### src/design/cmprs_buf_pkg.sv
// shared widths and block geometry of the macroblock buffer
// sample, output and accumulator widths
// blocks per macroblock, tile numbering, average table address
// compression mode enum
package cmprs_buf_pkg;

    // sample widths
    localparam int sample_w      = 9;   // signed input sample
    localparam int out_w         = 10;  // signed sample minus average
    localparam int sum_w         = 15;  // 64 x 9 bit signed, no overflow

    // block geometry
    localparam int block_samples = 64;  // 8x8
    localparam int block_addr_w  = 6;   // address inside one block

    // macroblock layout
    localparam int y_blocks      = 4;   // tiles 0..3
    localparam int c_blocks      = 2;   // tile 4 is Cb, tile 5 is Cr
    localparam int tile_w        = 3;   // tile number 0..5

    // average table, page bit on top of the tile number
    localparam int dc_addr_w     = 4;

    // macroblock layout mode, sampled at mb_start
    typedef enum logic {
        mode_color = 1'b0,              // 4:2:0, six blocks
        mode_mono  = 1'b1               // luma only, four blocks
    } cmprs_mode_e;

endpackage
### src/design/block_reader.sv
// per page mode latch and block done bookkeeping
// readout start when every block the mode needs is averaged
// read address, page and buffer select sequencing
// valid, strobe and tile number delayed to the output data
`timescale 1ns/1ps

module block_reader (
    input  logic                                  xclk,
    input  logic                                  arst_n,
    input  logic                                  mb_start,
    input  cmprs_buf_pkg::cmprs_mode_e            mode,       // sampled at mb_start
    input  logic                                  wpage,
    input  logic [5:0]                            block_done,
    output logic                                  rpage,
    output logic                                  y_re,
    output logic                                  c_re,
    output logic [cmprs_buf_pkg::block_addr_w+1:0] raddr,
    output logic [cmprs_buf_pkg::dc_addr_w-1:0]    dc_raddr,
    output logic                                  dv,
    output logic                                  ds,
    output logic [cmprs_buf_pkg::tile_w-1:0]       tn
);

    localparam int nb  = cmprs_buf_pkg::y_blocks + cmprs_buf_pkg::c_blocks;
    localparam int baw = cmprs_buf_pkg::block_addr_w;
    localparam int tw  = cmprs_buf_pkg::tile_w;
    localparam int cw  = tw + baw;
    localparam logic [nb-1:0] y_mask = nb'((1 << cmprs_buf_pkg::y_blocks) - 1);

    cmprs_buf_pkg::cmprs_mode_e mode_pg [2];  // mode of each page
    cmprs_buf_pkg::cmprs_mode_e rd_mode;      // mode of the page being read
    logic [nb-1:0] done_pg [2];               // averaged blocks per page
    logic [nb-1:0] need [2];
    logic [1:0]    pend;                      // filled or filling, not yet read
    logic [1:0]    complete;
    logic [nb-1:0] to_old;                    // done bit belongs to older page
    logic          old_pg;
    logic          start_go;
    logic          start_pg;
    logic          start_read;                // first address cycle
    logic          reading;
    logic          rd_on;
    logic          rd_last;
    logic [cw-1:0] rd_cnt;                    // {tile, address in block}
    logic [1:0]    dv_d;
    logic [1:0]    ds_d;
    logic [tw-1:0] tn_d [2];

    always_comb begin
        old_pg = ~wpage;
        for (int p = 0; p < 2; p++) begin
            need[p]     = (mode_pg[p] == cmprs_buf_pkg::mode_mono) ? y_mask : '1;
            complete[p] = pend[p] && ((done_pg[p] & need[p]) == need[p]);
        end
        // late done of the previous mb after mb_start already flipped wpage
        to_old   = {nb{pend[old_pg]}} & need[old_pg] & ~done_pg[old_pg];
        rd_on    = start_read | reading;
        start_go = (|complete) && !rd_on;
        start_pg = !complete[0];
        rd_last  = (rd_mode == cmprs_buf_pkg::mode_mono) ?
                   (rd_cnt == cw'(cmprs_buf_pkg::y_blocks * cmprs_buf_pkg::block_samples - 1)) :
                   (rd_cnt == cw'(nb * cmprs_buf_pkg::block_samples - 1));
    end

    always_ff @(posedge xclk or negedge arst_n) begin
        if (!arst_n) begin
            pend       <= '0;
            done_pg[0] <= '0;
            done_pg[1] <= '0;
            mode_pg[0] <= cmprs_buf_pkg::mode_color;
            mode_pg[1] <= cmprs_buf_pkg::mode_color;
            rd_mode    <= cmprs_buf_pkg::mode_color;
            start_read <= 1'b0;
            reading    <= 1'b0;
            rpage      <= 1'b0;
            rd_cnt     <= '0;
            dv_d       <= '0;
            ds_d       <= '0;
        end else begin
            done_pg[old_pg] <= done_pg[old_pg] | (block_done & to_old);
            done_pg[wpage]  <= done_pg[wpage] | (block_done & ~to_old);
            start_read      <= start_go;
            reading         <= rd_on && !rd_last;
            if (start_go) begin
                done_pg[start_pg] <= '0;          // set consumed by this readout
                pend[start_pg]    <= 1'b0;
                rpage             <= start_pg;
                rd_mode           <= mode_pg[start_pg];
                rd_cnt            <= '0;
            end else if (rd_on) begin
                rd_cnt <= rd_cnt + 1'b1;
            end
            if (mb_start) begin                   // new mb goes to the other page
                mode_pg[old_pg] <= mode;
                pend[old_pg]    <= 1'b1;
                done_pg[old_pg] <= '0;
            end
            dv_d <= {dv_d[0], rd_on};
            ds_d <= {ds_d[0], rd_on && (rd_cnt[baw-1:0] == '0)};
        end
    end

    always_ff @(posedge xclk) begin
        tn_d[0] <= rd_cnt[baw +: tw];            // tile follows the data pipe
        tn_d[1] <= tn_d[0];
    end

    assign y_re     = rd_on && !rd_cnt[cw-1];    // tiles 0..3
    assign c_re     = rd_on && rd_cnt[cw-1];     // tiles 4, 5
    assign raddr    = rd_cnt[baw+1:0];           // chroma buffer takes the low 7 bits
    assign dc_raddr = {rpage, rd_cnt[baw +: tw]};
    assign dv       = dv_d[1];
    assign ds       = ds_d[1];
    assign tn       = tn_d[1];

endmodule

### config.mk
export PLATFORM = sky130hd
export DESIGN_NAME = block_reader
export DESIGN_NICKNAME = d
export VERILOG_FILES = /design/src/design/cmprs_buf_pkg.sv /design/src/design/block_reader.sv
export SDC_FILE = /design/constraint.sdc
export NUM_CORES = 1
export LEC_CHECK = 0
export ABC_AREA = 0
export BUFFER_PORTS_ARGS = -buffer_cell sky130_fd_sc_hd__buf_4
export CELL_PAD_IN_SITES_DETAIL_PLACEMENT = 0
export CELL_PAD_IN_SITES_GLOBAL_PLACEMENT = 1
export CORE_MARGIN = 4
export CORE_UTILIZATION = 45
export CTS_CLUSTER_SIZE = 28
export DETAILED_ROUTE_END_ITERATION = 12
export PLACE_DENSITY = 0.89
export SYNTH_ARGS = -nofsm -noshare
export SYNTH_HDL_FRONTEND = slang
export SYNTH_SLANG_ARGS = --single-unit
### constraint.sdc
create_clock -name xclk -period 3 [get_ports xclk]
set_clock_uncertainty 0.2 [all_clocks]
set_input_delay 0.6 -clock xclk [delete_from_list [all_inputs] [get_ports xclk]]
set_output_delay 0.6 -clock xclk [all_outputs]
set_load 0.1 [all_outputs]
==> flow_summary.html, run 1 <==
<table>
<tr><th>Metric</th><th>Value</th></tr>
<tr><th colspan="2">Run status</th></tr>
<tr><td>Run status</td><td>finished, final reports clean</td></tr>
<tr><th colspan="2">Timing</th></tr>
<tr><td>Final setup violating endpoints</td><td>0</td></tr>
<tr><td>Worst Max-Slew Pin Slew</td><td>0.539 ns</td></tr>
<tr><td>RSZ-0062 raised after global routing</td><td>no</td></tr>
<tr><td>Relative slew slack</td><td>63.9%</td></tr>
<tr><td>Setup TNS</td><td>0 ns</td></tr>
<tr><td>Least setup slack across all paths after layout</td><td>0.489 ns</td></tr>
<tr><td>Max-slew violations</td><td>0</td></tr>
<tr><td>Final hold slack</td><td>0.0466 ns</td></tr>
<tr><td>Hold violation total from the final report</td><td>0</td></tr>
<tr><td>Final critical-path share of the clock period</td><td>83.7%</td></tr>
<tr><td>Crit path time final</td><td>2.51 ns</td></tr>
<tr><td>FMAX</td><td>398 MHz</td></tr>
<tr><th colspan="2">Cells and area</th></tr>
<tr><td>Post-route insts no fill</td><td>244</td></tr>
<tr><td>Layout overhead on the synthesized area</td><td>20.2%</td></tr>
<tr><td>Total inserted antenna cells</td><td>0</td></tr>
<tr><td>Share of layout cells above drive strength 1</td><td>23.5%</td></tr>
<tr><td>Utilization after layout</td><td>56.3%</td></tr>
<tr><td>Final net count</td><td>208</td></tr>
<tr><td>Post-layout instance area</td><td>2060 um^2</td></tr>
<tr><th colspan="2">Drt</th></tr>
<tr><td>Post-detailed-routing wire length</td><td>3.51 mm</td></tr>
<tr><td>Average via count per standard cell</td><td>5.29</td></tr>
<tr><td>Count of unresolved DRC violations after routing</td><td>0</td></tr>
<tr><td>1st-iter DRT viols</td><td>97</td></tr>
<tr><td>Antenna-violating nets left</td><td>0</td></tr>
<tr><td>Pre-Repair DR Iteration Count</td><td>4</td></tr>
<tr><td>Via total after detailed routing</td><td>1,291</td></tr>
<tr><td>Post-detailed-route wirelength per cell</td><td>14.4 um</td></tr>
<tr><th colspan="2">Clock network</th></tr>
<tr><td>Clock-pin slew on the worst setup and hold paths</td><td>0.08 ns</td></tr>
<tr><td>CTS H-tree lvls</td><td>2</td></tr>
<tr><td>Clock sink count</td><td>39</td></tr>
<tr><td>Number of buffers inserted for hold repair after clock tree synthesis</td><td>0</td></tr>
<tr><td>Clock root buffer master</td><td>sky130_fd_sc_hd__clkbuf_8</td></tr>
<tr><td>CTS tree</td><td>done</td></tr>
<tr><td>Cts bufs inserted</td><td>5</td></tr>
<tr><td>Post-CTS setup buffers</td><td>0</td></tr>
<tr><td>Resized Gates After CTS</td><td>0</td></tr>
<tr><td>Max Root-Sink Buffers</td><td>2</td></tr>
<tr><td>Worst skew pair latency</td><td>0.28 ns</td></tr>
<tr><th colspan="2">Global routing</th></tr>
<tr><td>Antenna violations before repair</td><td>0</td></tr>
<tr><td>Pin count of the biggest net entering global routing</td><td>34</td></tr>
<tr><td>Wire length of the first global-routing pass</td><td>6.14 mm</td></tr>
<tr><td>Gr usage total</td><td>15.8%</td></tr>
<tr><td>Congestion Overflow GR</td><td>0</td></tr>
<tr><td>Number of global-route vias before repair</td><td>1,270</td></tr>
<tr><th colspan="2">Synthesis</th></tr>
<tr><td>Async S/R FF share, synth</td><td>84.6%</td></tr>
<tr><td>Number of nets in the synthesized netlist</td><td>180</td></tr>
<tr><td>Synthesized area divided by synthesized cell count</td><td>10.3 um^2</td></tr>
<tr><td>Number of instances in the synthesized netlist</td><td>167</td></tr>
<tr><td>Most common cell in the synthesized netlist</td><td>sky130_fd_sc_hd__dfrtp_1</td></tr>
<tr><td>Synth top area share</td><td>48.1%</td></tr>
<tr><td>Largest area contributor in the netlist</td><td>sky130_fd_sc_hd__dfrtp_1</td></tr>
<tr><td>Most frequent cells after synthesis</td><td>sky130_fd_sc_hd__dfrtp_1, sky130_fd_sc_hd__inv_1, sky130_fd_sc_hd__a21oi_1</td></tr>
<tr><td>Yosys warning total</td><td>0</td></tr>
<tr><td>Number of enable flip-flop cells after synthesis</td><td>0</td></tr>
<tr><td>Sequential element share of the synthesized area</td><td>55.1%</td></tr>
<tr><td>Mapped cell area</td><td>1720 um^2</td></tr>
<tr><td>Flip-flop and latch count after synthesis</td><td>39</td></tr>
<tr><td>Main synth FF type</td><td>sky130_fd_sc_hd__dfrtp_1</td></tr>
<tr><td>Top cells by area, synth</td><td>sky130_fd_sc_hd__dfrtp_1, sky130_fd_sc_hd__dfxtp_1, sky130_fd_sc_hd__a21oi_1, sky130_fd_sc_hd__inv_1, sky130_fd_sc_hd__buf_4</td></tr>
<tr><td>Library cells used by synthesis</td><td>43</td></tr>
<tr><th colspan="2">Critical path</th></tr>
<tr><td>CP max-delay cell</td><td>sky130_fd_sc_hd__dfrtp_1</td></tr>
<tr><td>Worst reg2reg setup slack</td><td>1.07 ns</td></tr>
<tr><td>Count of cells along the worst register-to-register path</td><td>4</td></tr>
<tr><td>Critical R2R Launch</td><td>reading</td></tr>
<tr><td>Critical path type</td><td>flop to primary output</td></tr>
<tr><td>Family of cells with the greatest summed delay on the critical path</td><td>simple AND/OR/NAND/NOR gates</td></tr>
<tr><td>Required time of the critical path</td><td>2.20 ns</td></tr>
<tr><td>Launching element type of the critical path</td><td>flop</td></tr>
<tr><td>Arrival time reported for the critical path endpoint</td><td>1.71 ns</td></tr>
<tr><td>CP cell instances</td><td>nor2_2 &gt; inv_1 &gt; and2_1 &gt; buf_4</td></tr>
<tr><td>CP max stage delay</td><td>0.39 ns</td></tr>
<tr><td>Bufs and invs on worst path</td><td>2</td></tr>
<tr><td>Critical Path Sink Type</td><td>primary output</td></tr>
<tr><td>Endpoint of the most critical register-to-register path</td><td>done_pg[10]</td></tr>
<tr><td>Top fanout value on the critical path</td><td>12</td></tr>
<tr><th colspan="2">Die</th></tr>
<tr><td>Die area</td><td>4860 um^2</td></tr>
<tr><td>X dimension of the die</td><td>69.7 um</td></tr>
<tr><td>Ports placed on the boundary</td><td>31</td></tr>
<tr><td>Chip Height</td><td>69.7 um</td></tr>
<tr><td>Cell Rows</td><td>22</td></tr>
<tr><td>Initial Util</td><td>46.9%</td></tr>
<tr><td>Core region area</td><td>3660 um^2</td></tr>
<tr><th colspan="2">Placed design</th></tr>
<tr><td>Estimated wirelength of the detail-placed design</td><td>2.59 mm</td></tr>
<tr><td>Number of I/O port buffers</td><td>30</td></tr>
<tr><td>Placer Congestion</td><td>0.867</td></tr>
<tr><td>Post-placement cell count</td><td>236</td></tr>
<tr><td>Pre-CTS setup slack</td><td>0.805 ns</td></tr>
<tr><td>Placed Instance Area</td><td>1940 um^2</td></tr>
<tr><th colspan="2">Pwr</th></tr>
<tr><td>VDD IR-drop max</td><td>780 uV</td></tr>
<tr><td>PwrDens</td><td>1010 nW/um^2</td></tr>
<tr><td>Reported leakage power</td><td>0.952 nW</td></tr>
<tr><td>Tot Pwr</td><td>2.07 mW</td></tr>
<tr><th colspan="2">Flow run</th></tr>
<tr><td>Maximum capacitance violations</td><td>0</td></tr>
<tr><th colspan="2">Worst hold path</th></tr>
<tr><td>Kind of path behind the tightest hold check</td><td>input pin to asynchronous set/reset pin</td></tr>
</table>
## worst register-to-register path: stages, from the launching register on
cell	delay [ns]
sky130_fd_sc_hd__dfrtp_1	0.39
sky130_fd_sc_hd__nor2_2	0.32
sky130_fd_sc_hd__inv_1	0.26
sky130_fd_sc_hd__o21ai_1	0.51
sky130_fd_sc_hd__nor2_1	0.11
## placed cells by master, fill, tap and decap left out, types with 6 or more instances in the layout
cell type / instances
sky130_fd_sc_hd__nor3_1: 6
sky130_fd_sc_hd__buf_4: 30
sky130_fd_sc_hd__o21ai_0: 7
sky130_fd_sc_hd__nor2_1: 7
sky130_fd_sc_hd__nand2_1: 11
sky130_fd_sc_hd__dfrtp_1: 33
sky130_fd_sc_hd__dfxtp_1: 6
sky130_fd_sc_hd__clkbuf_8: 6
sky130_fd_sc_hd__o211ai_1: 6
sky130_fd_sc_hd__a21oi_1: 14
sky130_fd_sc_hd__inv_1: 17
sky130_fd_sc_hd__nand3_1: 6
## worst max-delay path by stage
stage / from / endpoint / slack (ns) / depth (start not counted)
6_report: reading / c_re / 0.49 / 4
5_1_grt: reading / c_re / 0.37 / 4
4_1_cts: reading / c_re / 0.48 / 4
3_5_place_dp: reading / c_re / 0.81 / 4
3_3_place_gp: reading / c_re / 0.87 / 4
2_1_floorplan: rd_cnt[8] / y_re / 0.005 / 1
## cells by family after synthesis
logic type	Yosys count	share of synthesized area, %
AND/OR/NAND/NOR	50	15.8
AO/OA/AOI/OAI	46	18.2
flip-flops	39	55.1
buffers and inverters	26	7.00
XOR/XNOR	2	1.02
multiplexers	2	1.31
adder cells (fa/ha/maj)	2	1.46
## layout make-up
| class | count | area (um^2) |
|---|---|---|
| fillers | 325 | 1600 |
| flip-flops and latches | 39 | 946 |
| multi-input cells | 102 | 649 |
| repair buffers | 30 | 225 |
| clock buffers | 6 | 82.6 |
| inverters | 17 | 63.8 |
| well taps | 48 | 60.1 |
| clock inverters | 2 | 35.0 |
## registers in the layout, summed over array words and instances, names as in the netlist
name        count
done_pg        12
ds_d            2
dv_d            2
mode_pg         2
pend            2
rd_cnt          9
rd_mode         1
reading         1
rpage           1
start_read      1
tn_d            6
## per-layer routing
metal / track usage, % / routed length, um
met3: 4.49 / 188
met4: 5.74 / 34
met5: 0 / 0
met2: 24.9 / 1760
met1: 20.9 / 1520
## power by group
group / total [mW] / internal [mW] / switching [mW]
sequential: 0.754 / 0.642 / 0.112
combinational: 0.878 / 0.218 / 0.660
clock: 0.443 / 0.269 / 0.174
total: 2.07 / 1.13 / 0.945
No activity file was read; power rests on OpenSTA's default activity.
==> run 2: changes to the inputs <==
- CORE_UTILIZATION: 45 -> 42
- PLACE_DENSITY: 0.89 -> 0.84
- clock period: 3 -> 2.33 ns (I/O delays scaled with it)
==> run 2 against run 1 <==
- final area rose by 1.2%
- sequential cell count did not move
- register-to-register slack got worse by 0.57 ns
- die area rose by 6.3%
- critical path depth did not move
- wire length fell by 1.5%
- combinational power rose by 31%
- count of clock-buffer cells in the layout did not move
- non-clock buffer count rose by 2
- clock power rose by 28%
- critical endpoint unchanged
==> flow_summary.html, run 2 (same netlist as run 1, synthesis figures left out) <==
<table>
<tr><th>Metric</th><th>Value</th></tr>
<tr><th colspan="2">Run status</th></tr>
<tr><td>Run status</td><td>finished, final reports clean</td></tr>
<tr><th colspan="2">Cells and area</th></tr>
<tr><td>Total inserted antenna cells</td><td>0 (unchanged)</td></tr>
<tr><td>Register containing the most flip-flops in the final layout</td><td>done_pg</td></tr>
<tr><td>Final net count</td><td>210 (+0.96%)</td></tr>
<tr><td>Flip-flop count of the largest register after layout</td><td>12 (unchanged)</td></tr>
<tr><td>Fillers</td><td>334 (+2.8%)</td></tr>
<tr><td>Layout overhead on the synthesized area</td><td>21.6%</td></tr>
<tr><td>Commonest cells after routing, fill and taps aside</td><td>sky130_fd_sc_hd__dfrtp_1, sky130_fd_sc_hd__buf_4, sky130_fd_sc_hd__inv_1</td></tr>
<tr><td>Biggest regs</td><td>done_pg x12, rd_cnt x9, tn_d x6</td></tr>
<tr><td>Share of layout cells above drive strength 1</td><td>25.8% (+2.3 points)</td></tr>
<tr><th colspan="2">Clock network</th></tr>
<tr><td>Clock sink count</td><td>39 (unchanged)</td></tr>
<tr><td>Worst skew pair latency</td><td>0.29 ns (about the same)</td></tr>
<tr><td>CTS tree</td><td>done</td></tr>
<tr><td>Cts bufs inserted</td><td>5 (unchanged)</td></tr>
<tr><td>Max Root-Sink Buffers</td><td>2 (unchanged)</td></tr>
<tr><td>Clock-pin slew on the worst setup and hold paths</td><td>0.07 ns (about the same)</td></tr>
<tr><td>Clock root buffer master</td><td>sky130_fd_sc_hd__clkbuf_8</td></tr>
<tr><td>CTS H-tree lvls</td><td>2 (unchanged)</td></tr>
<tr><th colspan="2">Pwr</th></tr>
<tr><td>Reported leakage power</td><td>0.961 nW (+0.91%)</td></tr>
<tr><td>VDD IR-drop max</td><td>1090 uV (+39%)</td></tr>
<tr><td>PwrDens</td><td>1290 nW/um^2 (+29%)</td></tr>
<tr><th colspan="2">Critical path</th></tr>
<tr><td>Critical R2R Launch</td><td>done_pg[7]</td></tr>
<tr><td>Critical Path Sink Type</td><td>primary output</td></tr>
<tr><td>Critical path type</td><td>flop to primary output</td></tr>
<tr><td>Launching element type of the critical path</td><td>flop</td></tr>
<tr><td>Worst reg2reg setup slack</td><td>0.50 ns (-0.57 ns)</td></tr>
<tr><td>Top fanout value on the critical path</td><td>12 (unchanged)</td></tr>
<tr><td>Required time of the critical path</td><td>1.66 ns (-0.54 ns)</td></tr>
<tr><td>Count of cells along the worst register-to-register path</td><td>4 (unchanged)</td></tr>
<tr><td>Arrival time reported for the critical path endpoint</td><td>1.45 ns (-0.26 ns)</td></tr>
<tr><td>Endpoint of the most critical register-to-register path</td><td>done_pg[10]</td></tr>
<tr><th colspan="2">Timing</th></tr>
<tr><td>Max-slew violations</td><td>0 (unchanged)</td></tr>
<tr><td>Least setup slack across all paths after layout</td><td>0.211 ns (-0.278 ns)</td></tr>
<tr><td>Crit path time final</td><td>2.12 ns</td></tr>
<tr><td>Final setup violating endpoints</td><td>0 (unchanged)</td></tr>
<tr><td>Setup TNS</td><td>0 ns (unchanged)</td></tr>
<tr><td>FMAX</td><td>472 MHz</td></tr>
<tr><td>Hold violation total from the final report</td><td>0 (unchanged)</td></tr>
<tr><td>Relative slew slack</td><td>65.1% (+1.3 points)</td></tr>
<tr><td>Final critical-path share of the clock period</td><td>91.0%</td></tr>
<tr><td>RSZ-0062 raised after global routing</td><td>no</td></tr>
<tr><td>Worst Max-Slew Pin Slew</td><td>0.523 ns (-0.0156 ns)</td></tr>
<tr><th colspan="2">Global routing</th></tr>
<tr><td>Gr usage total</td><td>14.8% (-1.0 points)</td></tr>
<tr><td>Antenna violations before repair</td><td>0 (unchanged)</td></tr>
<tr><td>Wire length of the first global-routing pass</td><td>5.96 mm (-2.9%)</td></tr>
<tr><td>Number of global-route vias before repair</td><td>1,284 (+1.1%)</td></tr>
<tr><td>Congestion Overflow GR</td><td>0 (unchanged)</td></tr>
<tr><td>Pin count of the biggest net entering global routing</td><td>34 (unchanged)</td></tr>
<tr><th colspan="2">Die</th></tr>
<tr><td>Die area</td><td>5170 um^2 (+6.3%)</td></tr>
<tr><td>Cell Rows</td><td>22 (unchanged)</td></tr>
<tr><td>Chip Height</td><td>71.9 um (+3.1%)</td></tr>
<tr><td>Ports placed on the boundary</td><td>31 (unchanged)</td></tr>
<tr><td>X dimension of the die</td><td>71.9 um (+3.1%)</td></tr>
<tr><td>Initial Util</td><td>45.2% (-1.7 points)</td></tr>
<tr><td>Core region area</td><td>3800 um^2 (+3.8%)</td></tr>
<tr><th colspan="2">Worst hold path</th></tr>
<tr><td>Kind of path behind the tightest hold check</td><td>flop to flop</td></tr>
<tr><td>WHS Endpoint</td><td>tn_d[0][3]</td></tr>
<tr><td>Cell depth of the worst hold path</td><td>0</td></tr>
<tr><td>Worst hold path startpoint</td><td>tn_d[0][0]</td></tr>
<tr><th colspan="2">Drt</th></tr>
<tr><td>Via total after detailed routing</td><td>1,327 (+2.8%)</td></tr>
<tr><td>Post-detailed-routing wire length</td><td>3.46 mm (-1.5%)</td></tr>
<tr><td>Post-detailed-route wirelength per cell</td><td>14.0 um (-2.3%)</td></tr>
<tr><td>Average via count per standard cell</td><td>5.39 (+2.0%)</td></tr>
<tr><td>Antenna-violating nets left</td><td>0 (unchanged)</td></tr>
<tr><td>1st-iter DRT viols</td><td>83 (-14%)</td></tr>
<tr><td>Pre-Repair DR Iteration Count</td><td>4 (unchanged)</td></tr>
<tr><td>Count of unresolved DRC violations after routing</td><td>0 (unchanged)</td></tr>
<tr><th colspan="2">Placed design</th></tr>
<tr><td>Placer Congestion</td><td>0.806 (-7.0%)</td></tr>
<tr><td>Pre-CTS setup slack</td><td>0.518 ns (-0.287 ns)</td></tr>
<tr><td>Number of I/O port buffers</td><td>30 (unchanged)</td></tr>
<tr><td>Estimated wirelength of the detail-placed design</td><td>2.54 mm (-1.9%)</td></tr>
<tr><th colspan="2">Flow run</th></tr>
<tr><td>Maximum capacitance violations</td><td>0 (unchanged)</td></tr>
</table>
==> run 2: changes by cell type in the layout (fill, tap and decap cells not counted), sizes merged <==
cell / previous run / this run
buf: 30 / 31
dlygate4sd3: 0 / 1
==> run 2: worst max path at each step <==
stage,to,start,cells after the start
final,c_re,reading,4
after global routing,c_re,start_read,4
after CTS,c_re,reading,4
after detailed placement,done_pg[10],done_pg[7],4
after global placement,done_pg[10],done_pg[7],4
after floorplan,y_re,rd_cnt[8],1
==> run 2: repair_timing <==
action                    4_1_cts  5_1_grt
buffers inserted                0        0
gates resized for setup         0        0
hold buffers                    1        0
hold endpoints to repair       33        0
==> run 2: cell type report <==
cell class | count | area (um^2) | share of cell area [%]
Timing Repair Buffer | 32 | 243 | 11.6
Tap cell | 48 | 60.1 | 2.88
Clock buffer | 6 | 82.6 | 3.96
Clock inverter | 2 | 35.0 | 1.68
Inverter | 17 | 63.8 | 3.06
Multi-Input combinational cell | 102 | 653 | 31.3
Sequential cell | 39 | 948 | 45.5
==> run 2: per-layer routing <==
metal	GRT usage [%]	part of all wire [%]	vias to the layer above
li1	-	-	651
met2	22.3	46	34
met3	4.02	5.0	5
met5	0	0	-
met4	7.31	1.5	0
met1	19.6	47	637
==> run 2: worst max-delay path, cell delays in order, from the launching register on <==
cell	delay (ns)
sky130_fd_sc_hd__dfrtp_1	0.39
sky130_fd_sc_hd__nor2_2	0.13
sky130_fd_sc_hd__inv_1	0.17
sky130_fd_sc_hd__and2_2	0.24
sky130_fd_sc_hd__buf_4	0.23
==> run 2: through the flow <==
stage | hold WS, ns | cell area [um^2] | instances | power, mW | util (%)
after floorplan | -0.0296 | 1720 | 167 | 1.88 | -
after global placement | 0.116 | 1960 | 237 | 2.13 | 51.5
after detailed placement | 0.116 | 1960 | 237 | 2.15 | 51.5
after CTS | 0.134 | 2090 | 246 | 2.72 | 54.9
after global routing | 0.140 | 2090 | 246 | 2.84 | 54.9
final | 0.130 | 2090 | 246 | 2.70 | 54.9
==> run 2: report_power, final <==
part | switching [mW] | internal (mW) | total (mW)
combinational | 0.858 | 0.295 | 1.15
sequential | 0.147 | 0.830 | 0.978
clock | 0.222 | 0.346 | 0.568
==> run 3: changes to the inputs <==
--- a/constraint.sdc
+++ b/constraint.sdc
@@ -3,3 +3,3 @@
 set_input_delay 0.466 -clock xclk [delete_from_list [all_inputs] [get_ports xclk]]
 set_output_delay 0.466 -clock xclk [all_outputs]
-set_load 0.1 [all_outputs]
+set_load 0.005 [all_outputs]
==> run 3 against run 2 <==
- cell count stayed put
- non-clock buffer count stayed put
- via count is 0.38% lower
- wire length is 4.0% higher
- sequential cell count stayed put
- highest routed layer unchanged
- global-route usage is 1.0 points higher
- power is 27% lower
- combinational power is 52% lower
- count of clock-buffer cells in the layout is 2 higher
- final area is 2.1% lower
- hold slack worse by 0.0019 ns
- sequential share of layout area is 0.85 points higher
==> flow_summary.html, run 3 (same netlist as run 1, synthesis figures left out) <==
<table>
<tr><th>Metric</th><th>Value</th></tr>
<tr><th colspan="2">Die</th></tr>
<tr><td>Chip Height</td><td>71.9 um (unchanged)</td></tr>
<tr><td>Initial Util</td><td>45.2% (unchanged)</td></tr>
<tr><td>Core region area</td><td>3800 um^2 (unchanged)</td></tr>
<tr><td>Cell Rows</td><td>22 (unchanged)</td></tr>
<tr><td>Ports placed on the boundary</td><td>31 (unchanged)</td></tr>
<tr><td>X dimension of the die</td><td>71.9 um (unchanged)</td></tr>
<tr><td>Die area</td><td>5170 um^2 (unchanged)</td></tr>
<tr><th colspan="2">Critical path</th></tr>
<tr><td>Endpoint of the most critical register-to-register path</td><td>done_pg[10]</td></tr>
<tr><td>Critical Path Sink Type</td><td>primary output</td></tr>
<tr><td>Critical R2R Launch</td><td>done_pg[9]</td></tr>
<tr><td>Count of cells along the worst register-to-register path</td><td>4 (unchanged)</td></tr>
<tr><td>Arrival time reported for the critical path endpoint</td><td>1.39 ns (-0.06 ns)</td></tr>
<tr><td>Critical path type</td><td>flop to primary output</td></tr>
<tr><td>Required time of the critical path</td><td>1.66 ns (about the same)</td></tr>
<tr><td>Launching element type of the critical path</td><td>flop</td></tr>
<tr><td>Worst reg2reg setup slack</td><td>0.41 ns (-0.09 ns)</td></tr>
<tr><td>Top fanout value on the critical path</td><td>12 (unchanged)</td></tr>
<tr><th colspan="2">Cells and area</th></tr>
<tr><td>Biggest regs</td><td>done_pg x12, rd_cnt x9, tn_d x6</td></tr>
<tr><td>Layout overhead on the synthesized area</td><td>19.0%</td></tr>
<tr><td>Utilization after layout</td><td>53.8% (-1.2 points)</td></tr>
<tr><td>Final net count</td><td>210 (unchanged)</td></tr>
<tr><td>Most common cell after layout, fill and taps aside</td><td>sky130_fd_sc_hd__dfrtp_1</td></tr>
<tr><td>Register containing the most flip-flops in the final layout</td><td>done_pg</td></tr>
<tr><td>Share of layout cells above drive strength 1</td><td>22.2% (-3.5 points)</td></tr>
<tr><td>Commonest cells after routing, fill and taps aside</td><td>sky130_fd_sc_hd__dfrtp_1, sky130_fd_sc_hd__buf_4, sky130_fd_sc_hd__inv_1</td></tr>
<tr><td>Flip-flop count of the largest register after layout</td><td>12 (unchanged)</td></tr>
<tr><td>Total inserted antenna cells</td><td>0 (unchanged)</td></tr>
<tr><td>Post-layout instance area</td><td>2040 um^2 (-2.1%)</td></tr>
<tr><th colspan="2">Drt</th></tr>
<tr><td>Post-detailed-route wirelength per cell</td><td>14.6 um (+4.0%)</td></tr>
<tr><td>1st-iter DRT viols</td><td>98 (+18%)</td></tr>
<tr><td>Post-detailed-routing wire length</td><td>3.59 mm (+4.0%)</td></tr>
<tr><td>Count of unresolved DRC violations after routing</td><td>0 (unchanged)</td></tr>
<tr><td>Antenna-violating nets left</td><td>0 (unchanged)</td></tr>
<tr><td>Average via count per standard cell</td><td>5.37 (-0.38%)</td></tr>
<tr><td>Via total after detailed routing</td><td>1,322 (-0.38%)</td></tr>
<tr><td>Pre-Repair DR Iteration Count</td><td>4 (unchanged)</td></tr>
<tr><th colspan="2">Timing</th></tr>
<tr><td>Max-slew violations</td><td>0 (unchanged)</td></tr>
<tr><td>Least setup slack across all paths after layout</td><td>0.279 ns (+0.0678 ns)</td></tr>
<tr><td>RSZ-0062 raised after global routing</td><td>no</td></tr>
<tr><td>Final setup violating endpoints</td><td>0 (unchanged)</td></tr>
<tr><td>Relative slew slack</td><td>62.6% (-2.5 points)</td></tr>
<tr><td>Worst Max-Slew Pin Slew</td><td>0.557 ns (+0.0341 ns)</td></tr>
<tr><td>Hold violation total from the final report</td><td>0 (unchanged)</td></tr>
<tr><td>Final critical-path share of the clock period</td><td>88.0% (-2.9 points)</td></tr>
<tr><td>Setup TNS</td><td>0 ns (unchanged)</td></tr>
<tr><td>Crit path time final</td><td>2.05 ns (-0.0678 ns)</td></tr>
<tr><td>FMAX</td><td>487 MHz (+3.3%)</td></tr>
<tr><th colspan="2">Pwr</th></tr>
<tr><td>Sw Ratio</td><td>32.5% (-13 points)</td></tr>
<tr><td>Relative contribution of the clock network to total power</td><td>22.0% (+1.0 points)</td></tr>
<tr><td>Tot Pwr</td><td>1.96 mW (-27%)</td></tr>
<tr><td>PwrDens</td><td>962 nW/um^2 (-26%)</td></tr>
<tr><td>VDD IR-drop max</td><td>548 uV (-50%)</td></tr>
<tr><td>Proportion of power drawn by combinational gates</td><td>28.4% (-14 points)</td></tr>
<tr><td>Part of the total power dissipated in sequential elements</td><td>49.6% (+13 points)</td></tr>
<tr><td>Reported leakage power</td><td>0.940 nW (-2.2%)</td></tr>
<tr><td>Switching power total</td><td>0.639 mW (-48%)</td></tr>
<tr><td>Cell internal power dissipation</td><td>1.32 mW (-9.9%)</td></tr>
<tr><th colspan="2">Placed design</th></tr>
<tr><td>Placer Congestion</td><td>0.876 (+8.7%)</td></tr>
<tr><td>Placed Instance Area</td><td>1950 um^2 (-0.32%)</td></tr>
<tr><td>Estimated wirelength of the detail-placed design</td><td>2.60 mm (+2.4%)</td></tr>
<tr><td>Pre-CTS setup slack</td><td>0.437 ns (-0.0817 ns)</td></tr>
<tr><td>Number of I/O port buffers</td><td>30 (unchanged)</td></tr>
<tr><th colspan="2">Clock network</th></tr>
<tr><td>CTS H-tree lvls</td><td>2 (unchanged)</td></tr>
<tr><td>Worst skew pair latency</td><td>0.29 ns (about the same)</td></tr>
<tr><td>Clock sink count</td><td>39 (unchanged)</td></tr>
<tr><td>Clock root buffer master</td><td>sky130_fd_sc_hd__clkbuf_8</td></tr>
<tr><td>Cts bufs inserted</td><td>5 (unchanged)</td></tr>
<tr><td>Clock-pin slew on the worst setup and hold paths</td><td>0.07 ns (about the same)</td></tr>
<tr><td>Max Root-Sink Buffers</td><td>2 (unchanged)</td></tr>
<tr><td>CTS tree</td><td>done</td></tr>
<tr><td>Resized Gates After CTS</td><td>0 (unchanged)</td></tr>
<tr><th colspan="2">Global routing</th></tr>
<tr><td>Pin count of the biggest net entering global routing</td><td>34 (unchanged)</td></tr>
<tr><td>Gr usage total</td><td>15.8% (+1.0 points)</td></tr>
<tr><td>Congestion Overflow GR</td><td>0 (unchanged)</td></tr>
<tr><td>Wire length of the first global-routing pass</td><td>6.34 mm (+6.4%)</td></tr>
<tr><td>Number of global-route vias before repair</td><td>1,346 (+4.8%)</td></tr>
<tr><td>Antenna violations before repair</td><td>0 (unchanged)</td></tr>
<tr><td>Met2 Use GR</td><td>24.2% (+1.8 points)</td></tr>
<tr><td>Met1 capacity usage during global routing</td><td>20.9% (+1.3 points)</td></tr>
<tr><td>Met3 usage</td><td>3.88% (-0.14 points)</td></tr>
<tr><td>Global routing's busiest layer</td><td>met2</td></tr>
<tr><th colspan="2">Worst hold path</th></tr>
<tr><td>Kind of path behind the tightest hold check</td><td>flop to flop</td></tr>
<tr><td>Worst hold path startpoint</td><td>tn_d[0][0]</td></tr>
<tr><td>WHS Endpoint</td><td>tn_d[0][3]</td></tr>
<tr><td>Cell depth of the worst hold path</td><td>0 (unchanged)</td></tr>
<tr><th colspan="2">Flow run</th></tr>
<tr><td>Maximum capacitance violations</td><td>0 (unchanged)</td></tr>
<tr><th colspan="2">Run status</th></tr>
<tr><td>Run status</td><td>finished, final reports clean</td></tr>
</table>
==> run 3: changes by cell type in the layout (fill, tap and decap cells not counted), sizes merged <==
| cell | previous run | this run |
|---|---|---|
| clkinv | 1 | 0 |
| bufinv | 1 | 0 |
| clkbuf | 6 | 8 |
==> run 3: critical path, stage by stage, from the launching register on <==
cell	delay, ns
sky130_fd_sc_hd__dfrtp_1	0.40
sky130_fd_sc_hd__nor2_2	0.15
sky130_fd_sc_hd__inv_1	0.19
sky130_fd_sc_hd__and2_1	0.22
sky130_fd_sc_hd__buf_4	0.13
==> run 3: per-stage QoR <==
step                instances  hold WS [ns]
floorplan                 167       -0.0296
CTS                       246         0.131
global placement          237         0.115
global route              246         0.139
detailed placement        237         0.113
finish                    246         0.128
==> run 3: power groups by stage <==
stage          clock [mW]  combinational [mW]  sequential [mW]
6_report            0.432               0.557            0.975
5_1_grt             0.483               0.638             1.00
4_1_cts             0.443               0.564            0.974
3_5_place_dp            0               0.560            0.984
3_3_place_gp            0               0.545            0.979
2_1_floorplan           0               0.336            0.955
==> run 3: layer usage <==
layer	vias up	share of wire (%)
li1	645	-
met1	644	46
met5	-	0
met3	6	4.5
met2	27	47
met4	0	2.0
==> run 3: worst max path at each step <==
stage          depth (start not counted)           to  startpoint  slack, ns
2_1_floorplan                          4         c_re     reading       0.59
3_3_place_gp                           4  done_pg[11]  done_pg[6]       0.54
3_5_place_dp                           4  done_pg[10]  done_pg[9]       0.44
4_1_cts                                4         c_re     reading       0.28
5_1_grt                                4         c_re     reading       0.19
6_report                               4         c_re     reading       0.28
==> run 3: repair_timing <==
item                      in CTS  in global routing
hold endpoints to repair      33                  0
hold buffers                   1                  0
setup buffers                  0                  0
==> run 3: layout make-up <==
cell class,instances,area (um^2)
Fill cell,351,1760
Multi-Input combinational cell,102,649
Sequential cell,39,946
Inverter,17,63.8
Timing Repair Buffer,32,243
Tap cell,48,60.1
Clock buffer,8,80.1
